File: src/logic/wb_params.svh
`ifndef WB_PARAMS_SVH
`define WB_PARAMS_SVH

// result slots carried by one instruction
`define WB_SLOTS 4

`define WB_MEMQ_DEPTH 4      // stores waiting to drain

`define WB_LINE_BITS 4       // fetch-line offset
`define WB_FIP_PARITY_BIT 5  // even/odd line bank select

// p_op flag positions
`define WB_POP_HALT 9
`define WB_POP_FAR_A 36      // far load of eip and cs
`define WB_POP_FAR_B 35
`define WB_POP_FAR_C 32

`endif
File: src/logic/wb_ctrl_pkg.sv
`default_nettype none

package wb_ctrl_pkg;

    typedef logic [36:0] p_op_t;                     // micro-op control flags

    // bit 3 marks an external interrupt
    typedef logic [3:0] ie_type_t;

    typedef enum logic {
        CS_RUN,
        CS_HALTED                                    // left only by reset
    } commit_state_e;

endpackage

`default_nettype wire

File: src/logic/wb_data_pkg.sv
`default_nettype none

`include "wb_params.svh"

package wb_data_pkg;

    typedef logic [31:0] word_t;                     // addresses, eip, fip
    typedef logic [63:0] qword_t;                    // slot results

    typedef logic [`WB_SLOTS-1:0] slot_mask_t;       // one flag per slot

    // 3-bit register index per slot, slot 1 lowest
    typedef logic [3*`WB_SLOTS-1:0] reg_idx_pack_t;

    typedef logic [1:0] mem_size_t;                  // operand size code

endpackage

`default_nettype wire

File: src/logic/wb_stage_ifs.sv
`timescale 1ns/1ns
`default_nettype none

interface wb_route_if;
    wb_data_pkg::slot_mask_t    reg_req;
    wb_data_pkg::slot_mask_t    seg_req;
    wb_data_pkg::slot_mask_t    mem_req;
    wb_data_pkg::reg_idx_pack_t reg_addr;
    wb_data_pkg::qword_t        mem_sel_data;    // chosen store payload
    wb_data_pkg::word_t         mem_sel_addr;
    wb_data_pkg::qword_t        res_raw1;
    wb_data_pkg::qword_t        res_raw2;
    wb_data_pkg::qword_t        res_raw3;
    wb_data_pkg::qword_t        res_raw4;
    wb_data_pkg::mem_size_t     size;

    modport src (output reg_req, seg_req, mem_req, reg_addr, mem_sel_data,
                 mem_sel_addr, res_raw1, res_raw2, res_raw3, res_raw4, size);
    modport dst (input reg_req, seg_req, mem_req, reg_addr, mem_sel_data,
                 mem_sel_addr, res_raw1, res_raw2, res_raw3, res_raw4, size);
endinterface

interface wb_redirect_if;
    logic                    far_load;           // eip and cs loaded together
    wb_data_pkg::word_t      new_eip;
    wb_data_pkg::word_t      fip_e;
    wb_data_pkg::word_t      fip_o;
    logic                    resteer_req;
    logic                    ie_val;
    wb_ctrl_pkg::ie_type_t   ie_type;
    logic                    halt_req;

    modport src (output far_load, new_eip, fip_e, fip_o, resteer_req,
                 ie_val, ie_type, halt_req);
    modport dst (input far_load, new_eip, fip_e, fip_o, resteer_req,
                 ie_val, ie_type, halt_req);
endinterface

`default_nettype wire

File: src/logic/writeback_top.sv
`timescale 1ns/1ns
`default_nettype none

`include "wb_params.svh"

module writeback_top #(
    parameter int MEMQ_DEPTH = `WB_MEMQ_DEPTH
) (
    input  logic                       clk,
    input  logic                       arst_n,
    input  logic                       valid_in,
    input  wb_ctrl_pkg::p_op_t         p_op,
    input  wb_data_pkg::qword_t        inp1,
    input  wb_data_pkg::qword_t        inp2,
    input  wb_data_pkg::qword_t        inp3,
    input  wb_data_pkg::qword_t        inp4,
    input  wb_data_pkg::word_t         inp1_dest,
    input  wb_data_pkg::word_t         inp2_dest,
    input  wb_data_pkg::word_t         inp3_dest,
    input  wb_data_pkg::word_t         inp4_dest,
    input  wb_data_pkg::slot_mask_t    is_reg,
    input  wb_data_pkg::slot_mask_t    is_seg,
    input  wb_data_pkg::slot_mask_t    is_mem,
    input  wb_data_pkg::slot_mask_t    wb_en,
    input  wb_data_pkg::mem_size_t     inp_size,
    input  wb_data_pkg::word_t         eip_in,
    input  wb_data_pkg::word_t         br_fip,
    input  wb_data_pkg::word_t         br_fip_p1,
    input  logic                       br_taken,
    input  logic                       br_correct,
    input  logic                       ie_in,
    input  logic                       interrupt_in,
    input  wb_ctrl_pkg::ie_type_t      ie_type_in,
    input  logic                       mem_drain,
    output logic                       stall,
    output logic                       valid_out,
    output wb_data_pkg::qword_t        res1,
    output wb_data_pkg::qword_t        res2,
    output wb_data_pkg::qword_t        res3,
    output wb_data_pkg::qword_t        res4,
    output wb_data_pkg::qword_t        mem_data,
    output wb_data_pkg::mem_size_t     ressize,
    output wb_data_pkg::mem_size_t     memsize,
    output wb_data_pkg::reg_idx_pack_t reg_addr,
    output wb_data_pkg::reg_idx_pack_t seg_addr,
    output wb_data_pkg::slot_mask_t    reg_ld,
    output wb_data_pkg::slot_mask_t    seg_ld,
    output logic                       mem_ld,
    output wb_data_pkg::word_t         mem_addr,
    output wb_data_pkg::word_t         new_eip,
    output wb_data_pkg::word_t         new_fip_e,
    output wb_data_pkg::word_t         new_fip_o,
    output logic                       is_resteer,
    output logic                       final_ie_val,
    output logic                       halts,
    output wb_ctrl_pkg::ie_type_t      final_ie_type
);

    wb_route_if    route_ch ();
    wb_redirect_if redir_ch ();

    wb_route i_route (
        .inp1      (inp1),
        .inp2      (inp2),
        .inp3      (inp3),
        .inp4      (inp4),
        .inp1_dest (inp1_dest),
        .inp2_dest (inp2_dest),
        .inp3_dest (inp3_dest),
        .inp4_dest (inp4_dest),
        .is_reg    (is_reg),
        .is_seg    (is_seg),
        .is_mem    (is_mem),
        .wb_en     (wb_en),
        .inp_size  (inp_size),
        .route     (route_ch.src)
    );

    wb_redirect i_redirect (
        .eip_in       (eip_in),
        .br_fip       (br_fip),
        .br_fip_p1    (br_fip_p1),
        .target_low   (inp1[31:0]),     // far target rides in slot 1
        .p_op         (p_op),
        .br_taken     (br_taken),
        .br_correct   (br_correct),
        .ie_in        (ie_in),
        .interrupt_in (interrupt_in),
        .ie_type_in   (ie_type_in),
        .redir        (redir_ch.src)
    );

    wb_commit #(
        .MEMQ_DEPTH (MEMQ_DEPTH)
    ) i_commit (
        .clk           (clk),
        .arst_n        (arst_n),
        .valid_in      (valid_in),
        .mem_drain     (mem_drain),
        .route         (route_ch.dst),
        .redir         (redir_ch.dst),
        .stall         (stall),
        .valid_out     (valid_out),
        .res1          (res1),
        .res2          (res2),
        .res3          (res3),
        .res4          (res4),
        .mem_data      (mem_data),
        .ressize       (ressize),
        .memsize       (memsize),
        .reg_addr      (reg_addr),
        .seg_addr      (seg_addr),
        .reg_ld        (reg_ld),
        .seg_ld        (seg_ld),
        .mem_ld        (mem_ld),
        .mem_addr      (mem_addr),
        .new_eip       (new_eip),
        .new_fip_e     (new_fip_e),
        .new_fip_o     (new_fip_o),
        .is_resteer    (is_resteer),
        .final_ie_val  (final_ie_val),
        .halts         (halts),
        .final_ie_type (final_ie_type)
    );

endmodule

`default_nettype wire

File: src/logic/wb_commit.sv
`timescale 1ns/1ns
`default_nettype none

`include "wb_params.svh"

module wb_commit #(
    parameter int MEMQ_DEPTH = `WB_MEMQ_DEPTH
) (
    input  logic                       clk,
    input  logic                       arst_n,
    input  logic                       valid_in,
    input  logic                       mem_drain,
    wb_route_if.dst                    route,
    wb_redirect_if.dst                 redir,
    output logic                       stall,
    output logic                       valid_out,
    output wb_data_pkg::qword_t        res1,
    output wb_data_pkg::qword_t        res2,
    output wb_data_pkg::qword_t        res3,
    output wb_data_pkg::qword_t        res4,
    output wb_data_pkg::qword_t        mem_data,
    output wb_data_pkg::mem_size_t     ressize,
    output wb_data_pkg::mem_size_t     memsize,
    output wb_data_pkg::reg_idx_pack_t reg_addr,
    output wb_data_pkg::reg_idx_pack_t seg_addr,
    output wb_data_pkg::slot_mask_t    reg_ld,
    output wb_data_pkg::slot_mask_t    seg_ld,
    output logic                       mem_ld,
    output wb_data_pkg::word_t         mem_addr,
    output wb_data_pkg::word_t         new_eip,
    output wb_data_pkg::word_t         new_fip_e,
    output wb_data_pkg::word_t         new_fip_o,
    output logic                       is_resteer,
    output logic                       final_ie_val,
    output logic                       halts,
    output wb_ctrl_pkg::ie_type_t      final_ie_type
);

    localparam int CNT_W = $clog2(MEMQ_DEPTH + 1);
    localparam logic [CNT_W-1:0] Q_FULL = CNT_W'(MEMQ_DEPTH);

    wb_ctrl_pkg::commit_state_e state;
    logic [CNT_W-1:0]           memq_cnt;
    logic                       running;
    logic                       has_store;
    logic                       accept;
    logic                       push;
    logic                       pop;

    assign running   = (state == wb_ctrl_pkg::CS_RUN);
    assign has_store = |route.mem_req;

    assign stall  = valid_in & has_store & (memq_cnt == Q_FULL) & running;
    assign accept = valid_in & ~stall & running;

    assign push = accept & has_store;
    assign pop  = mem_drain & (memq_cnt != '0);

    always_ff @(posedge clk or negedge arst_n) begin
        if (!arst_n) begin
            memq_cnt <= '0;
        end else if (push && !pop) begin
            memq_cnt <= memq_cnt + 1'b1;
        end else if (pop && !push) begin
            memq_cnt <= memq_cnt - 1'b1;
        end
    end

    always_ff @(posedge clk or negedge arst_n) begin
        if (!arst_n) begin
            state <= wb_ctrl_pkg::CS_RUN;
        end else if (accept && redir.halt_req) begin
            state <= wb_ctrl_pkg::CS_HALTED;   // stuck here until reset
        end
    end

    always_ff @(posedge clk or negedge arst_n) begin
        if (!arst_n) begin
            valid_out    <= 1'b0;
            reg_ld       <= '0;
            seg_ld       <= '0;
            mem_ld       <= 1'b0;
            is_resteer   <= 1'b0;
            final_ie_val <= 1'b0;
            halts        <= 1'b0;
        end else begin
            valid_out    <= accept;
            reg_ld       <= accept ? route.reg_req : '0;
            seg_ld       <= accept ? route.seg_req : '0;
            mem_ld       <= push;
            is_resteer   <= accept & redir.resteer_req;
            final_ie_val <= accept & redir.ie_val;
            halts        <= accept & redir.halt_req;
        end
    end

    // payload holds its value between accepts
    always_ff @(posedge clk) begin
        if (accept) begin
            res1          <= redir.far_load ? {48'd0, route.res_raw1[47:32]} : route.res_raw1;
            res2          <= route.res_raw2;
            res3          <= route.res_raw3;
            res4          <= route.res_raw4;
            mem_data      <= route.mem_sel_data;
            mem_addr      <= route.mem_sel_addr;
            ressize       <= route.size;
            memsize       <= redir.far_load ? 2'b11 : route.size;   // far transfer
            reg_addr      <= route.reg_addr;
            seg_addr      <= route.reg_addr;
            new_eip       <= redir.new_eip;
            new_fip_e     <= redir.fip_e;
            new_fip_o     <= redir.fip_o;
            final_ie_type <= redir.ie_type;
        end
    end

endmodule

`default_nettype wire

File: src/logic/wb_redirect.sv
`timescale 1ns/1ns
`default_nettype none

`include "wb_params.svh"

module wb_redirect (
    input  wb_data_pkg::word_t     eip_in,
    input  wb_data_pkg::word_t     br_fip,
    input  wb_data_pkg::word_t     br_fip_p1,
    input  wb_data_pkg::word_t     target_low,
    input  wb_ctrl_pkg::p_op_t     p_op,
    input  logic                   br_taken,
    input  logic                   br_correct,
    input  logic                   ie_in,
    input  logic                   interrupt_in,
    input  wb_ctrl_pkg::ie_type_t  ie_type_in,
    wb_redirect_if.src             redir
);

    logic               far_load;
    logic               odd_bank;
    wb_data_pkg::word_t taken_eip;
    wb_data_pkg::word_t line_a;
    wb_data_pkg::word_t line_b;

    assign far_load = p_op[`WB_POP_FAR_A] | p_op[`WB_POP_FAR_B] | p_op[`WB_POP_FAR_C];

    assign taken_eip = far_load ? target_low : br_fip;   // far jump takes inp1

    // line bases, offset cleared
    assign line_a = {br_fip[31:`WB_LINE_BITS], {`WB_LINE_BITS{1'b0}}};
    assign line_b = {br_fip_p1[31:`WB_LINE_BITS], {`WB_LINE_BITS{1'b0}}};

    assign odd_bank = br_fip[`WB_FIP_PARITY_BIT];

    assign redir.far_load    = far_load;
    assign redir.new_eip     = br_taken ? taken_eip : eip_in;
    assign redir.fip_e       = odd_bank ? line_b : line_a;
    assign redir.fip_o       = odd_bank ? line_a : line_b;
    assign redir.resteer_req = ~br_correct;                // mispredict
    assign redir.ie_val      = ie_in | interrupt_in;
    assign redir.ie_type     = {interrupt_in, ie_type_in[2:0]};
    assign redir.halt_req    = p_op[`WB_POP_HALT];

endmodule

`default_nettype wire

File: src/logic/wb_route.sv
`timescale 1ns/1ns
`default_nettype none

`include "wb_params.svh"

module wb_route (
    input  wb_data_pkg::qword_t     inp1,
    input  wb_data_pkg::qword_t     inp2,
    input  wb_data_pkg::qword_t     inp3,
    input  wb_data_pkg::qword_t     inp4,
    input  wb_data_pkg::word_t      inp1_dest,
    input  wb_data_pkg::word_t      inp2_dest,
    input  wb_data_pkg::word_t      inp3_dest,
    input  wb_data_pkg::word_t      inp4_dest,
    input  wb_data_pkg::slot_mask_t is_reg,
    input  wb_data_pkg::slot_mask_t is_seg,
    input  wb_data_pkg::slot_mask_t is_mem,
    input  wb_data_pkg::slot_mask_t wb_en,
    input  wb_data_pkg::mem_size_t  inp_size,
    wb_route_if.src                 route
);

    wb_data_pkg::qword_t     slot_data [`WB_SLOTS];
    wb_data_pkg::word_t      slot_dest [`WB_SLOTS];
    wb_data_pkg::slot_mask_t mem_req;
    wb_data_pkg::qword_t     sel_data;
    wb_data_pkg::word_t      sel_addr;

    assign slot_data[0] = inp1;
    assign slot_data[1] = inp2;
    assign slot_data[2] = inp3;
    assign slot_data[3] = inp4;

    assign slot_dest[0] = inp1_dest;
    assign slot_dest[1] = inp2_dest;
    assign slot_dest[2] = inp3_dest;
    assign slot_dest[3] = inp4_dest;

    assign mem_req = is_mem & wb_en;

    // lowest slot wins, walked top down so it is written last
    always_comb begin
        sel_data = '0;
        sel_addr = '0;
        for (int i = `WB_SLOTS - 1; i >= 0; i--) begin
            if (mem_req[i]) begin
                sel_data = slot_data[i];
                sel_addr = slot_dest[i];
            end
        end
    end

    assign route.reg_req = is_reg & wb_en;
    assign route.seg_req = is_seg & wb_en;
    assign route.mem_req = mem_req;

    assign route.reg_addr = {inp4_dest[2:0], inp3_dest[2:0],
                             inp2_dest[2:0], inp1_dest[2:0]};   // slot 1 lowest

    assign route.mem_sel_data = sel_data;
    assign route.mem_sel_addr = sel_addr;

    assign route.res_raw1 = slot_data[0];
    assign route.res_raw2 = slot_data[1];
    assign route.res_raw3 = slot_data[2];
    assign route.res_raw4 = slot_data[3];
    assign route.size     = inp_size;

endmodule

`default_nettype wire

File: config.mk
export PLATFORM = sky130hd
export DESIGN_NAME = writeback_top
export DESIGN_NICKNAME = d
export VERILOG_FILES = /design/src/logic/wb_ctrl_pkg.sv /design/src/logic/wb_data_pkg.sv /design/src/logic/wb_stage_ifs.sv /design/src/logic/writeback_top.sv /design/src/logic/wb_commit.sv /design/src/logic/wb_redirect.sv /design/src/logic/wb_route.sv
export VERILOG_INCLUDE_DIRS = /design/src /design/src/logic
export SDC_FILE = /design/constraint.sdc
export NUM_CORES = 1
export LEC_CHECK = 0
export BUFFER_PORTS_ARGS = -buffer_cell sky130_fd_sc_hd__buf_4
export CAP_MARGIN = 5
export CORE_AREA = 2 2 410 412
export DETAILED_ROUTE_END_ITERATION = 16
export DIE_AREA = 0 0 412 414
export SYNTH_ARGS = -nofsm -noshare
export SYNTH_HDL_FRONTEND = slang
export SYNTH_SLANG_ARGS = --single-unit
File: constraint.sdc
create_clock -name clk -period 68.8 [get_ports clk]
set_clock_uncertainty 0.05 [all_clocks]
set_input_delay 17.2 -clock clk [delete_from_list [all_inputs] [get_ports clk]]
set_output_delay 17.2 -clock clk [all_outputs]
set_load 0.05 [all_outputs]
; Word-level counts from Yosys, hierarchy flattened
; Index checks and enable logic that the tools add are counted.
[word_totals]
out_inout_bits = 494
elab_cells = 72
regBits = 485
in_bits = 547
[classes]
n_addsub = 2
muxes = 17
n_bitwise = 19
reduce_logical = 8
eq_ne = 1
[ops]
columns = operator, n
row1 = $mux W32, 8
row2 = $mux W64, 4
row3 = $mux W16, 1
row4 = $and A4 B4 Y4, 3
row5 = $and A1 B1 Y1, 10
row6 = $mux W4, 2
row7 = $mux W3, 2
row8 = $reduce_or A4 Y1, 1
row9 = $add A3 B1 Y3 const B, 1
row10 = $eq A3 B3 Y1 const B, 1
row11 = $logic_and A1 B1 Y1, 3
row12 = $not A1 Y1, 3
row13 = $or A1 B1 Y1, 3
row14 = $reduce_bool A3 Y1, 1
row15 = $sub A3 B1 Y3 const B, 1
row16 = $logic_not A1 Y1, 2
row17 = $reduce_bool A2 Y1, 1

; Longest topological paths before layout
; Gate-level depths: netlist (run 1).
[depth]
word_depth = 13
ltp_mapped = 10
ltp_nobuf = 9

; Hierarchy
; A second synthesis (run 1) with hierarchy kept.
[unflattened]
cells_unflattened = 1670
area_unflattened_um2 = 22441.5
[by_module_without_submodules]
columns = mod, seq_area_each_um2, instances, area_per_inst_um2, cells_each
row1 = wb_commit, 14478.9, 1, 15307.2, 600
row2 = wb_route, 0.0, 1, 5263.8, 839
row3 = wb_redirect, 0.0, 1, 1870.5, 231

; Worst setup path after synthesis (run 1)
; OpenSTA, ideal clock, no wires.
[synth_timing]
kind = input port to flip-flop
start = input is_mem[3]
end = register i_commit.valid_out
required_ns = 66.640
path_stages = 5
arrival_ns = 37.062
path_slack_ns = 29.579
path_cell_list = nand2_1 -> clkbuf_1 -> a31oi_1 -> buf_4 -> nor2_1
[synth_via]
elab_chain_cells = 8
[synth_rtl]
columns = item, line_no
row1 = "start, declared", writeback_top.sv:23  ; input wb_data_pkg::slot_mask_t is_mem,
row2 = $and A4 B4 Y4, wb_route.sv:39  ; assign mem_req = is_mem & wb_en;
row3 = $reduce_or A4 Y1, wb_commit.sv:51  ; assign has_store = |route.mem_req;
row4 = $and A1 B1 Y1 (3 in a row), wb_commit.sv:53  ; assign stall = valid_in & has_store & (memq_cnt == Q_FULL) & running;
row5 = $not A1 Y1, wb_commit.sv:54  ; assign accept = valid_in & ~stall & running;
row6 = $and A1 B1 Y1 (2 in a row), wb_commit.sv:54
row7 = via i_commit.accept, wb_commit.sv:46  ; logic accept;
row8 = "end signal, assigned", wb_commit.sv:87  ; valid_out <= accept;
row9 = "end, declared", wb_commit.sv:16  ; output logic valid_out,
; The timed path passes the listed nets, and every way through them passes these cells.
; A chain may end at the register's enable or synchronous reset.

; Worst setup path after layout (run 1)
[layout_timing]
start = input is_mem[1]
end = output stall
[layout_via]
elab_chain_cells = 5
[layout_rtl]
columns = item, line_no
row1 = $and A4 B4 Y4, wb_route.sv:39
row2 = $reduce_or A4 Y1, wb_commit.sv:51
row3 = $and A1 B1 Y1 (3 in a row), wb_commit.sv:53
row4 = "end, declared", writeback_top.sv:35  ; output logic stall,
; No other way between the ends.

==> results of run 1 <==
[final cells by class]
cell class | instances | area share, %
diodes | 30 | 0.239
clock buffers | 74 | 5.00
clock inverters | 28 | 0.994
inverters | 97 | 1.16
multi-input cells | 558 | 14.2
flip-flops and latches | 477 | 45.3
well taps | 2204 | 8.77
repair buffers | 1017 | 24.3
[path summary, 6_finish.rpt]
path | slack (ns) | from | depth (start not counted) | to
min reg2reg | 0.42 | i_commit.state | 1 | i_commit.state
min | 0.42 | i_commit.state | 1 | i_commit.state
max reg2reg | 64.96 | i_commit.memq_cnt[2] | 7 | i_commit.new_eip[7]
max | 32.81 | is_mem[1] | 6 | stall
min in group asynchronous | 16.37 | arst_n | 1 | i_commit.valid_out
max in group asynchronous | 52.11 | arst_n | 1 | i_commit.reg_ld[1]
[sequential cells by signal, summed over array words and instances, names as in the netlist, 2 cells and up]
register / cells
i_commit.ressize: 2
i_commit.new_fip_e: 28
i_commit.new_eip: 32
i_commit.res4: 64
i_commit.res3: 64
i_commit.res2: 64
i_commit.memq_cnt: 3
i_commit.new_fip_o: 28
i_commit.res1: 64
i_commit.reg_addr: 12
i_commit.final_ie_type: 4
i_commit.mem_addr: 32
i_commit.memsize: 2
i_commit.seg_ld: 4
i_commit.reg_ld: 4
i_commit.mem_data: 64
[cells in the final DEF, fill, tap and decap left out, drive strengths merged]
cell,n
buf,1017
edfxtp,460
inv,99
nand3,97
o221a,96
o311ai,96
clkbuf,74
mux2,71
and2,50
nor2,35
mux2i,32
a21oi,32
diode,30
dfrtp,17
clkinv,16
nor3,12
nand2,12
conb,8
bufinv,6
clkinvlp,4
nand2b,3
nor3b,2
xor2,2
or3b,1
a22oi,1
and3,1
a31oi,1
o31ai,1
xnor2,1
or2,1
o21bai,1
fa,1
ha,1
[where the power goes]
group          total, mW  switching [mW]  leakage, nW  internal [mW]
Combinational     0.0788          0.0431         6.69         0.0357
Sequential         0.322         0.00112         4.37          0.321
Clock              0.318           0.135        0.910          0.183
[metal layers]
layer | global-route usage (%) | routed length [um] | vias up
met5 | 0 | 523 | -
met3 | 7.31 | 16200 | 241
li1 | - | - | 6855
met4 | 4.76 | 4510 | 86
met2 | 25.1 | 64900 | 1055
met1 | 18.1 | 53000 | 8667
[worst reg2reg max path, cell delays in order (launching register included)]
cell,delay (ns)
dfrtp_1,0.40
or3b_2,0.23
a31oi_1,0.05
buf_4,0.23
nor2_4,0.31
buf_12,0.54
buf_4,0.76
buf_4,0.78
[cell families after synthesis]
logic type | after synthesis | share of synthesized area, %
DFF | 477 | 72.6
AOI/OAI and AO/OA | 228 | 10.9
buffers and inverters | 215 | 4.96
and+or+nand+nor | 214 | 5.58
muxes | 103 | 5.71
xor gates and xnor gates | 3 | 0.134
adders and majority gates | 2 | 0.166
other | 1 | 0.0191
[metrics by stage]
| step | hold slack (ns) | std cells | util, % |
|---|---|---|---|
| 3_3_place_gp | 0.401 | 4351 | 17.7 |
| 3_5_place_dp | 0.410 | 4353 | 17.7 |
| 4_1_cts | 0.424 | 4455 | 18.9 |
| 5_1_grt | 0.445 | 4462 | 18.9 |
| 6_report | 0.423 | 4485 | 18.9 |
| 2_1_floorplan | 0.384 | 1250 | - |
==> flow_metrics.tcl, run 1 <==
set metrics [dict create \
    crit_required_ns 51.55 \
    slew_headroom_pct 22.5 \
    cts_buffer_depth 3 \
    finalHoldViolations 0 \
    synth_top_area_share_pct 70.4 \
    worstPathCellList "buf_4 > a22oi_2 > buf_4 > and3_1 > nor3_1 > buf_4" \
    grt_pass1_vias 15900 \
    critical-path-max-stage-delay_ns 0.63 \
    grt_antenna_before_repair 79 \
    crit_buf_inv 3 \
    grt-ovfl-total 0 \
    crit_top_cell "buf_4" \
    ant_nets 0 \
    tritoncts "built" \
    vias_per_cell 3.77 \
    pin_count 1041 \
    fp.dieW_um 412 \
    grt_setup_unrepaired "no" \
    clockRootBuffer "clkbuf_16" \
    multi_input_area_sq_um 4480 \
    pre_cts_ws_ns 32.83 \
    grt_max_degree 146 \
    die-height_um 414 \
    synth_edf_count 460 \
    register_area_sq_um 14200 \
    postCtsResizedCells 0 \
    vias 16900 \
    p_leak_nw 12.0 \
    cts.sinks 477 \
    cts-buffers-inserted 57 \
    final_area_sq_um 31500 \
    outcome "finished, final reports clean" \
    dp_hpwl_mm 113 \
    endpoint_kind "primary output" \
    fillers 18200 \
    syn_avg_cell_area_sq_um 15.8 \
    tightest_slew_ns 1.15 \
    synthFlopType "edfxtp_1" \
    async_reset_ff_share_pct 3.56 \
    core_area_sq_um 166000 \
    yosysMostFrequentCell "edfxtp_1" \
    synthTopCellsByArea "edfxtp_1 70%, o221a_2 5.3%, mux2_2 4.1%" \
    std_cell_rows 150 \
    drv_slew 0 \
    yosys.area.top_type "edfxtp_1" \
    drt-wirelength-per-cell_um 31.0 \
    setup_viol 0 \
    drcViolationCount 0 \
    port_buffers 994 \
    grt_usage_pct 15.5 \
    insertion_delay_ns 0.65 \
    clk_pin_slew_worst_paths_ns 0.06 \
    worstSetupStartpointType "input port" \
    synth_area_sq_um 19600 \
    cp_max_fo 55 \
    grt_pass1_wl_mm 173 \
    die_area_sq_um 171000 \
    slowest_stage "buf_4" \
    path_class "input port to primary output" \
    final.period_utilization_pct 52.3 \
    fin_setup_tns_ns 0 \
    post-route-min-period_ns 35.99 \
    drive_gt1_share_pct 56.6 \
    synth_cells 1243 \
    power_mw 0.719 \
    irDropWorstVdd_v 0.0000178 \
    path_delay_family "buffers and inverters" \
    min_path_type "flop to flop" \
    post_cts_buffers 0 \
    routabilityCongestion 0.914 \
    htreeDepth 2 \
    drt-total-wl_mm 139 \
    setup_slack_ns 32.81 \
    drtIter0Drc 1687 \
    yosysSeqAreaShare_pct 72.6 \
    synthDistinctLibCells 36 \
    fmax_mhz 27.8 \
    area_growth_pct 60.3 \
    placed_area_sq_um 29500 \
    hold_buffers 0 \
    synth.top_cells.by_count "460 x edfxtp_1, 97 x inv_1, 97 x nand3_1" \
    drt_pass1_iterations 5 \
    start_util_pct 11.8 \
    ys_warn_count 0 \
    cp.arrival_ns 18.74 \
    drv_cap 0 \
    synth-seq-cells 477 \
    nets 2757 \
    p_per_area_nw_per_um2 22.8 \
]
Note: power is estimated with default switching activity, not from simulation.
==> run 2: changes to the inputs <==
ABC_AREA = 1   (was unset)
CORE_AREA = 2 2 403 405   (was 2 2 410 412)
DIE_AREA = 0 0 405 407   (was 0 0 412 414)
clock period = 36.2 ns   (was 68.8 ns; I/O delays follow)
==> run 2 against run 1 <==
Effect of this change:
- combinational power increased by 80%
- flip-flop and latch count did not move
- sequential power rose by 90%
- die area down 3.4%
- clock-buffer cell count up 2
- synthesized area increased by 1.9%
- critical path type unchanged
- critical endpoint unchanged
- highest routed layer unchanged
==> flow_metrics.tcl, run 2 <==
set metrics [dict create \
    vias 18400 \
    drt-wirelength-per-cell_um 25.4 \
    setup_viol 0 \
    drt_pass1_iterations 5 \
    final.period_utilization_pct 54.1 \
    synth_compound_area_share_pct 3.38 \
    grt_usage_pct 14.6 \
    fp.dieW_um 405 \
    insertion_delay_ns 0.70 \
    synth_top_family_by_area "simple AND/OR/NAND/NOR gates" \
    synth-seq-cells 477 \
    grt_antenna_before_repair 31 \
    dp_cells 4890 \
    dp_hpwl_mm 104 \
    clockRootBuffer "clkbuf_16" \
    ant_nets 0 \
    std_cell_rows 147 \
    pin_count 1041 \
    cts.sinks 477 \
    vias_per_cell 3.66 \
    die_area_sq_um 165000 \
    synthTopCellsByArea "edfxtp_1 69%, nand2_1 9.6%, nor2_1 5.4%" \
    postCtsResizedCells 0 \
    area_growth_pct 58.9 \
    slew_headroom_pct 26.8 \
    synth_cells 1834 \
    min_path_type "flop to flop" \
    async_reset_ff_share_pct 3.56 \
    grt_pass1_wl_mm 161 \
    drt-total-wl_mm 128 \
    port_buffers 994 \
    synthDistinctLibCells 22 \
    clk_pin_slew_worst_paths_ns 0.06 \
    crit_required_ns 27.10 \
    yosysMostFrequentCell "nand2_1" \
    endpoint_kind "primary output" \
    drive_gt1_share_pct 39.4 \
    synth.top_cells.by_count "511 x nand2_1, 460 x edfxtp_1, 287 x nor2_1" \
    synth-xor-area-share_pct 0.0876 \
    finalNonFillerCells 5018 \
    synth_edf_count 460 \
    outcome "finished, final reports clean" \
    synth_top_area_share_pct 69.1 \
    drv_cap 0 \
    tritoncts "built" \
    cts_buffer_depth 3 \
    worstSetupStartpointType "input port" \
    hold_buffers 0 \
    grt_pass1_vias 17000 \
    mostFrequentLayoutCell "buf_4" \
    layout_common_cells "1014 x buf_4, 509 x nand2_1, 460 x edfxtp_1" \
    htreeDepth 2 \
    finalHoldViolations 0 \
    fin_setup_tns_ns 0 \
    synthAdderAreaFrac_pct 0.163 \
    synth_area_sq_um 20000 \
    path_class "input port to primary output" \
    core_area_sq_um 160000 \
    post_cts_buffers 0 \
    p_per_area_nw_per_um2 43.5 \
    nets 3342 \
    grt_max_degree 109 \
    post-route-min-period_ns 19.59 \
    synthFlopType "edfxtp_1" \
    yosys.area.top_type "edfxtp_1" \
    syn_avg_cell_area_sq_um 10.9 \
    routabilityCongestion 0.901 \
    die-height_um 407 \
    cp.arrival_ns 10.49 \
    p_leak_nw 13.2 \
    synthSimpleGateAreaFrac_pct 20.0 \
    yosysSeqAreaShare_pct 71.2 \
    irDropWorstVdd_v 0.0000402 \
    grt_setup_unrepaired "no" \
    cp_max_fo 50 \
    tightest_slew_ns 1.10 \
    grt-ovfl-total 0 \
    muxShareOfSynthArea_pct 0 \
    cts-buffers-inserted 61 \
    start_util_pct 12.5 \
    drv_slew 0 \
    drcViolationCount 0 \
    fmax_mhz 51.1 \
    drtIter0Drc 1855 \
    ys_warn_count 0 \
]
run 2: through the flow:
stage / hold WS (ns) / area [sq um] / setup WS [ns] / total power [mW] / util (%)
after floorplan: 0.398 / 20000 / 17.40 / 0.676 / -
after global placement: 0.430 / 29700 / 16.61 / 0.762 / 18.5
after detailed placement: 0.428 / 29700 / 16.61 / 0.763 / 18.5
after CTS: 0.442 / 31700 / 16.62 / 1.41 / 19.8
after global routing: 0.475 / 31700 / 16.53 / 1.43 / 19.8
final: 0.439 / 31800 / 16.61 / 1.38 / 19.8
run 2: routing by layer:
| metal | share of wire, % | routed length, um | up-vias | global-route usage (%) |
|---|---|---|---|---|
| li1 | - | - | 8088 | - |
| met1 | 41 | 52600 | 9000 | 19.0 |
| met2 | 45 | 57000 | 1096 | 22.4 |
| met3 | 11 | 14100 | 174 | 5.47 |
| met4 | 2.9 | 3670 | 30 | 4.31 |
| met5 | 0.14 | 177 | - | 0 |
run 2: area by class of cell:
cell class,count,area (sq um)
clock inverter,37,417
tap,2160,2700
timing repair buffer,1014,7610
sequential,477,14200
fill,17500,128000
inverter,94,374
multi-input combinational,1145,4780
antenna,15,37.5
clock buffer,76,1600
run 2: kinds of logic after synthesis:
group / after synthesis
AO/OA/AOI/OAI: 135
XOR/XNOR: 2
adder cells (fa/ha/maj): 2
buffers and inverters: 219
flip-flops: 477
other: 1
AND/OR/NAND/NOR: 998
run 2: power by group:
part           internal (mW)  switching, mW  leakage, nW
combinational         0.0565         0.0853         7.85
sequential             0.609        0.00186         4.38
clock                  0.359          0.270        0.977
total                   1.02          0.358         13.2
run 2: worst max-delay path, stage by stage:
cell	delay, ns
buf_4	0.13
nand2_4	0.58
nand2_1	0.12
inv_1	0.08
nand2_1	0.12
nand2_1	0.15
inv_1	0.06
buf_4	0.19
run 2: final timing paths:
check	start	endpoint	slack, ns	depth (start not counted)
min in group asynchronous	arst_n	i_commit.is_resteer	8.17	1
hold reg to reg	i_commit.state	i_commit.state	0.44	2
max in group asynchronous	arst_n	i_commit.reg_ld[0]	27.68	1
setup reg to reg	i_commit.memq_cnt[0]	i_commit.new_fip_o[11]	30.50	9
setup / recovery	wb_en[2]	stall	16.61	8
hold / removal	i_commit.state	i_commit.state	0.44	2
==> run 3: changes to the inputs <==
clock period = 19.9 ns   (was 36.2 ns; I/O delays follow)
==> run 3 against run 2 <==
Effect of this change:
- worst hold slack got worse by 0.0045 ns
- critical path depth did not move
- total power rose by 85%
- highest routed layer unchanged
- cell area rose by 0.24%
==> flow_metrics.tcl, run 3 (synthesized netlist as in run 2, its figures left out) <==
set metrics [dict create \
    die_area_sq_um 165000 \
    wl_met2_mm 58.0 \
    endpoint_kind "primary output" \
    tritoncts "built" \
    dp_hpwl_mm 103 \
    grt-ovfl-total 0 \
    grt_pass1_wl_mm 161 \
    std_cell_rows 147 \
    wl_met1_mm 52.6 \
    grt_setup_unrepaired "no" \
    cts.sinks 477 \
    drcViolationCount 0 \
    clk_pin_slew_worst_paths_ns 0.05 \
    post-route-min-period_ns 11.45 \
    irDropWorstVdd_v 0.0000522 \
    vias 18800 \
    post_cts_buffers 0 \
    drtIter0Drc 2113 \
    hold_buffers 0 \
    finalHoldViolations 0 \
    fmax_mhz 87.4 \
    nets 3346 \
    mostFrequentLayoutCell "buf_4" \
    fin_util_pct 19.9 \
    drv_cap 0 \
    path_class "input port to primary output" \
    tightest_slew_ns 1.16 \
    setup_viol 0 \
    htreeDepth 3 \
    p_per_area_nw_per_um2 80.5 \
    hold_depth 2 \
    p_leak_nw 13.2 \
    area_growth_pct 59.3 \
    worstSetupStartpointType "input port" \
    fin_setup_tns_ns 0 \
    final.period_utilization_pct 57.5 \
    grt_pass1_vias 17300 \
    crit_required_ns 14.88 \
    pin_count 1041 \
    port_buffers 994 \
    routabilityCongestion 0.909 \
    drt-wirelength-per-cell_um 25.6 \
    fp.dieW_um 405 \
    worstRegToRegCells 7 \
    clockRootBuffer "clkbuf_16" \
    postCtsResizedCells 0 \
    grt_usage_pct 14.8 \
    drive_gt1_share_pct 39.6 \
    min_path_type "flop to flop" \
    cts-buffers-inserted 66 \
    ant_nets 0 \
    cp_max_fo 50 \
    outcome "finished, final reports clean" \
    drv_slew 0 \
    grt_antenna_before_repair 35 \
    cts_buffer_depth 3 \
    insertion_delay_ns 0.65 \
    drt_pass1_iterations 6 \
    vias_per_cell 3.74 \
    start_util_pct 12.5 \
    drt-total-wl_mm 129 \
    layout_common_cells "1013 x buf_4, 509 x nand2_1, 460 x edfxtp_1" \
    die-height_um 407 \
    met3_length_mm 14.0 \
    slew_headroom_pct 22.8 \
    cp.arrival_ns 6.42 \
    core_area_sq_um 160000 \
    grt_max_degree 86 \
    top_layer "met5" \
]
## run 3: cell types whose count changed in the layout (fill, tap and decap cells not counted), moves of 2 or more
cell,before,now
clkbuf_16,61,66
clkbuf_1,13,6
clkbuf_8,2,0
inv_6,3,5
clkinvlp_4,3,6
## run 3: path summary, 6_finish.rpt
kind                                       from            endpoint  slack [ns]
setup / recovery                       wb_en[2]               stall        8.45
hold / removal                   i_commit.state      i_commit.state        0.43
setup reg to reg           i_commit.memq_cnt[0]   i_commit.res3[25]       16.16
hold reg to reg                  i_commit.state      i_commit.state        0.43
max in group asynchronous                arst_n      i_commit.halts       15.44
min in group asynchronous                arst_n  i_commit.seg_ld[3]        4.15
## run 3: layout make-up
class / instances / area, sq um
Fill cell: 17600 / 128000
Multi-Input combinational cell: 1145 / 4780
Inverter: 94 / 374
Sequential cell: 477 / 14200
Timing Repair Buffer: 1013 / 7600
Clock inverter: 44 / 433
Tap cell: 2160 / 2700
Antenna cell: 14 / 35.0
Clock buffer: 72 / 1670
## run 3: worst max-delay path, cell delays in order
cell and delay (ns):
buf_4 0.13, nand2_4 0.60, nand2_1 0.11, inv_1 0.09, nand2_1 0.10, nand2_1 0.14
inv_1 0.07, buf_4 0.19
## run 3: power by group
group,switching (mW),internal [mW]
clock network,0.513,0.682
registers,0.00350,1.11
logic,0.155,0.103
total,0.671,1.89
## run 3: through the flow
stage,setup slack (ns),total power [mW],hold WS (ns),cell area (sq um),instances
final,8.45,2.56,0.435,31800,5019
after global routing,8.36,2.66,0.466,31800,5007
after CTS,8.44,2.61,0.434,31800,5005
after detailed placement,8.44,1.39,0.422,29700,4889
after global placement,8.42,1.39,0.422,29700,4889
after floorplan,8.76,1.23,0.398,20000,1841
## run 3: metal layers
metal  track usage, %  vias up
met2             22.6     1167
met4             4.94       18
met5                0        -
li1                 -     8089
met1             18.9     9301
met3             5.62      182
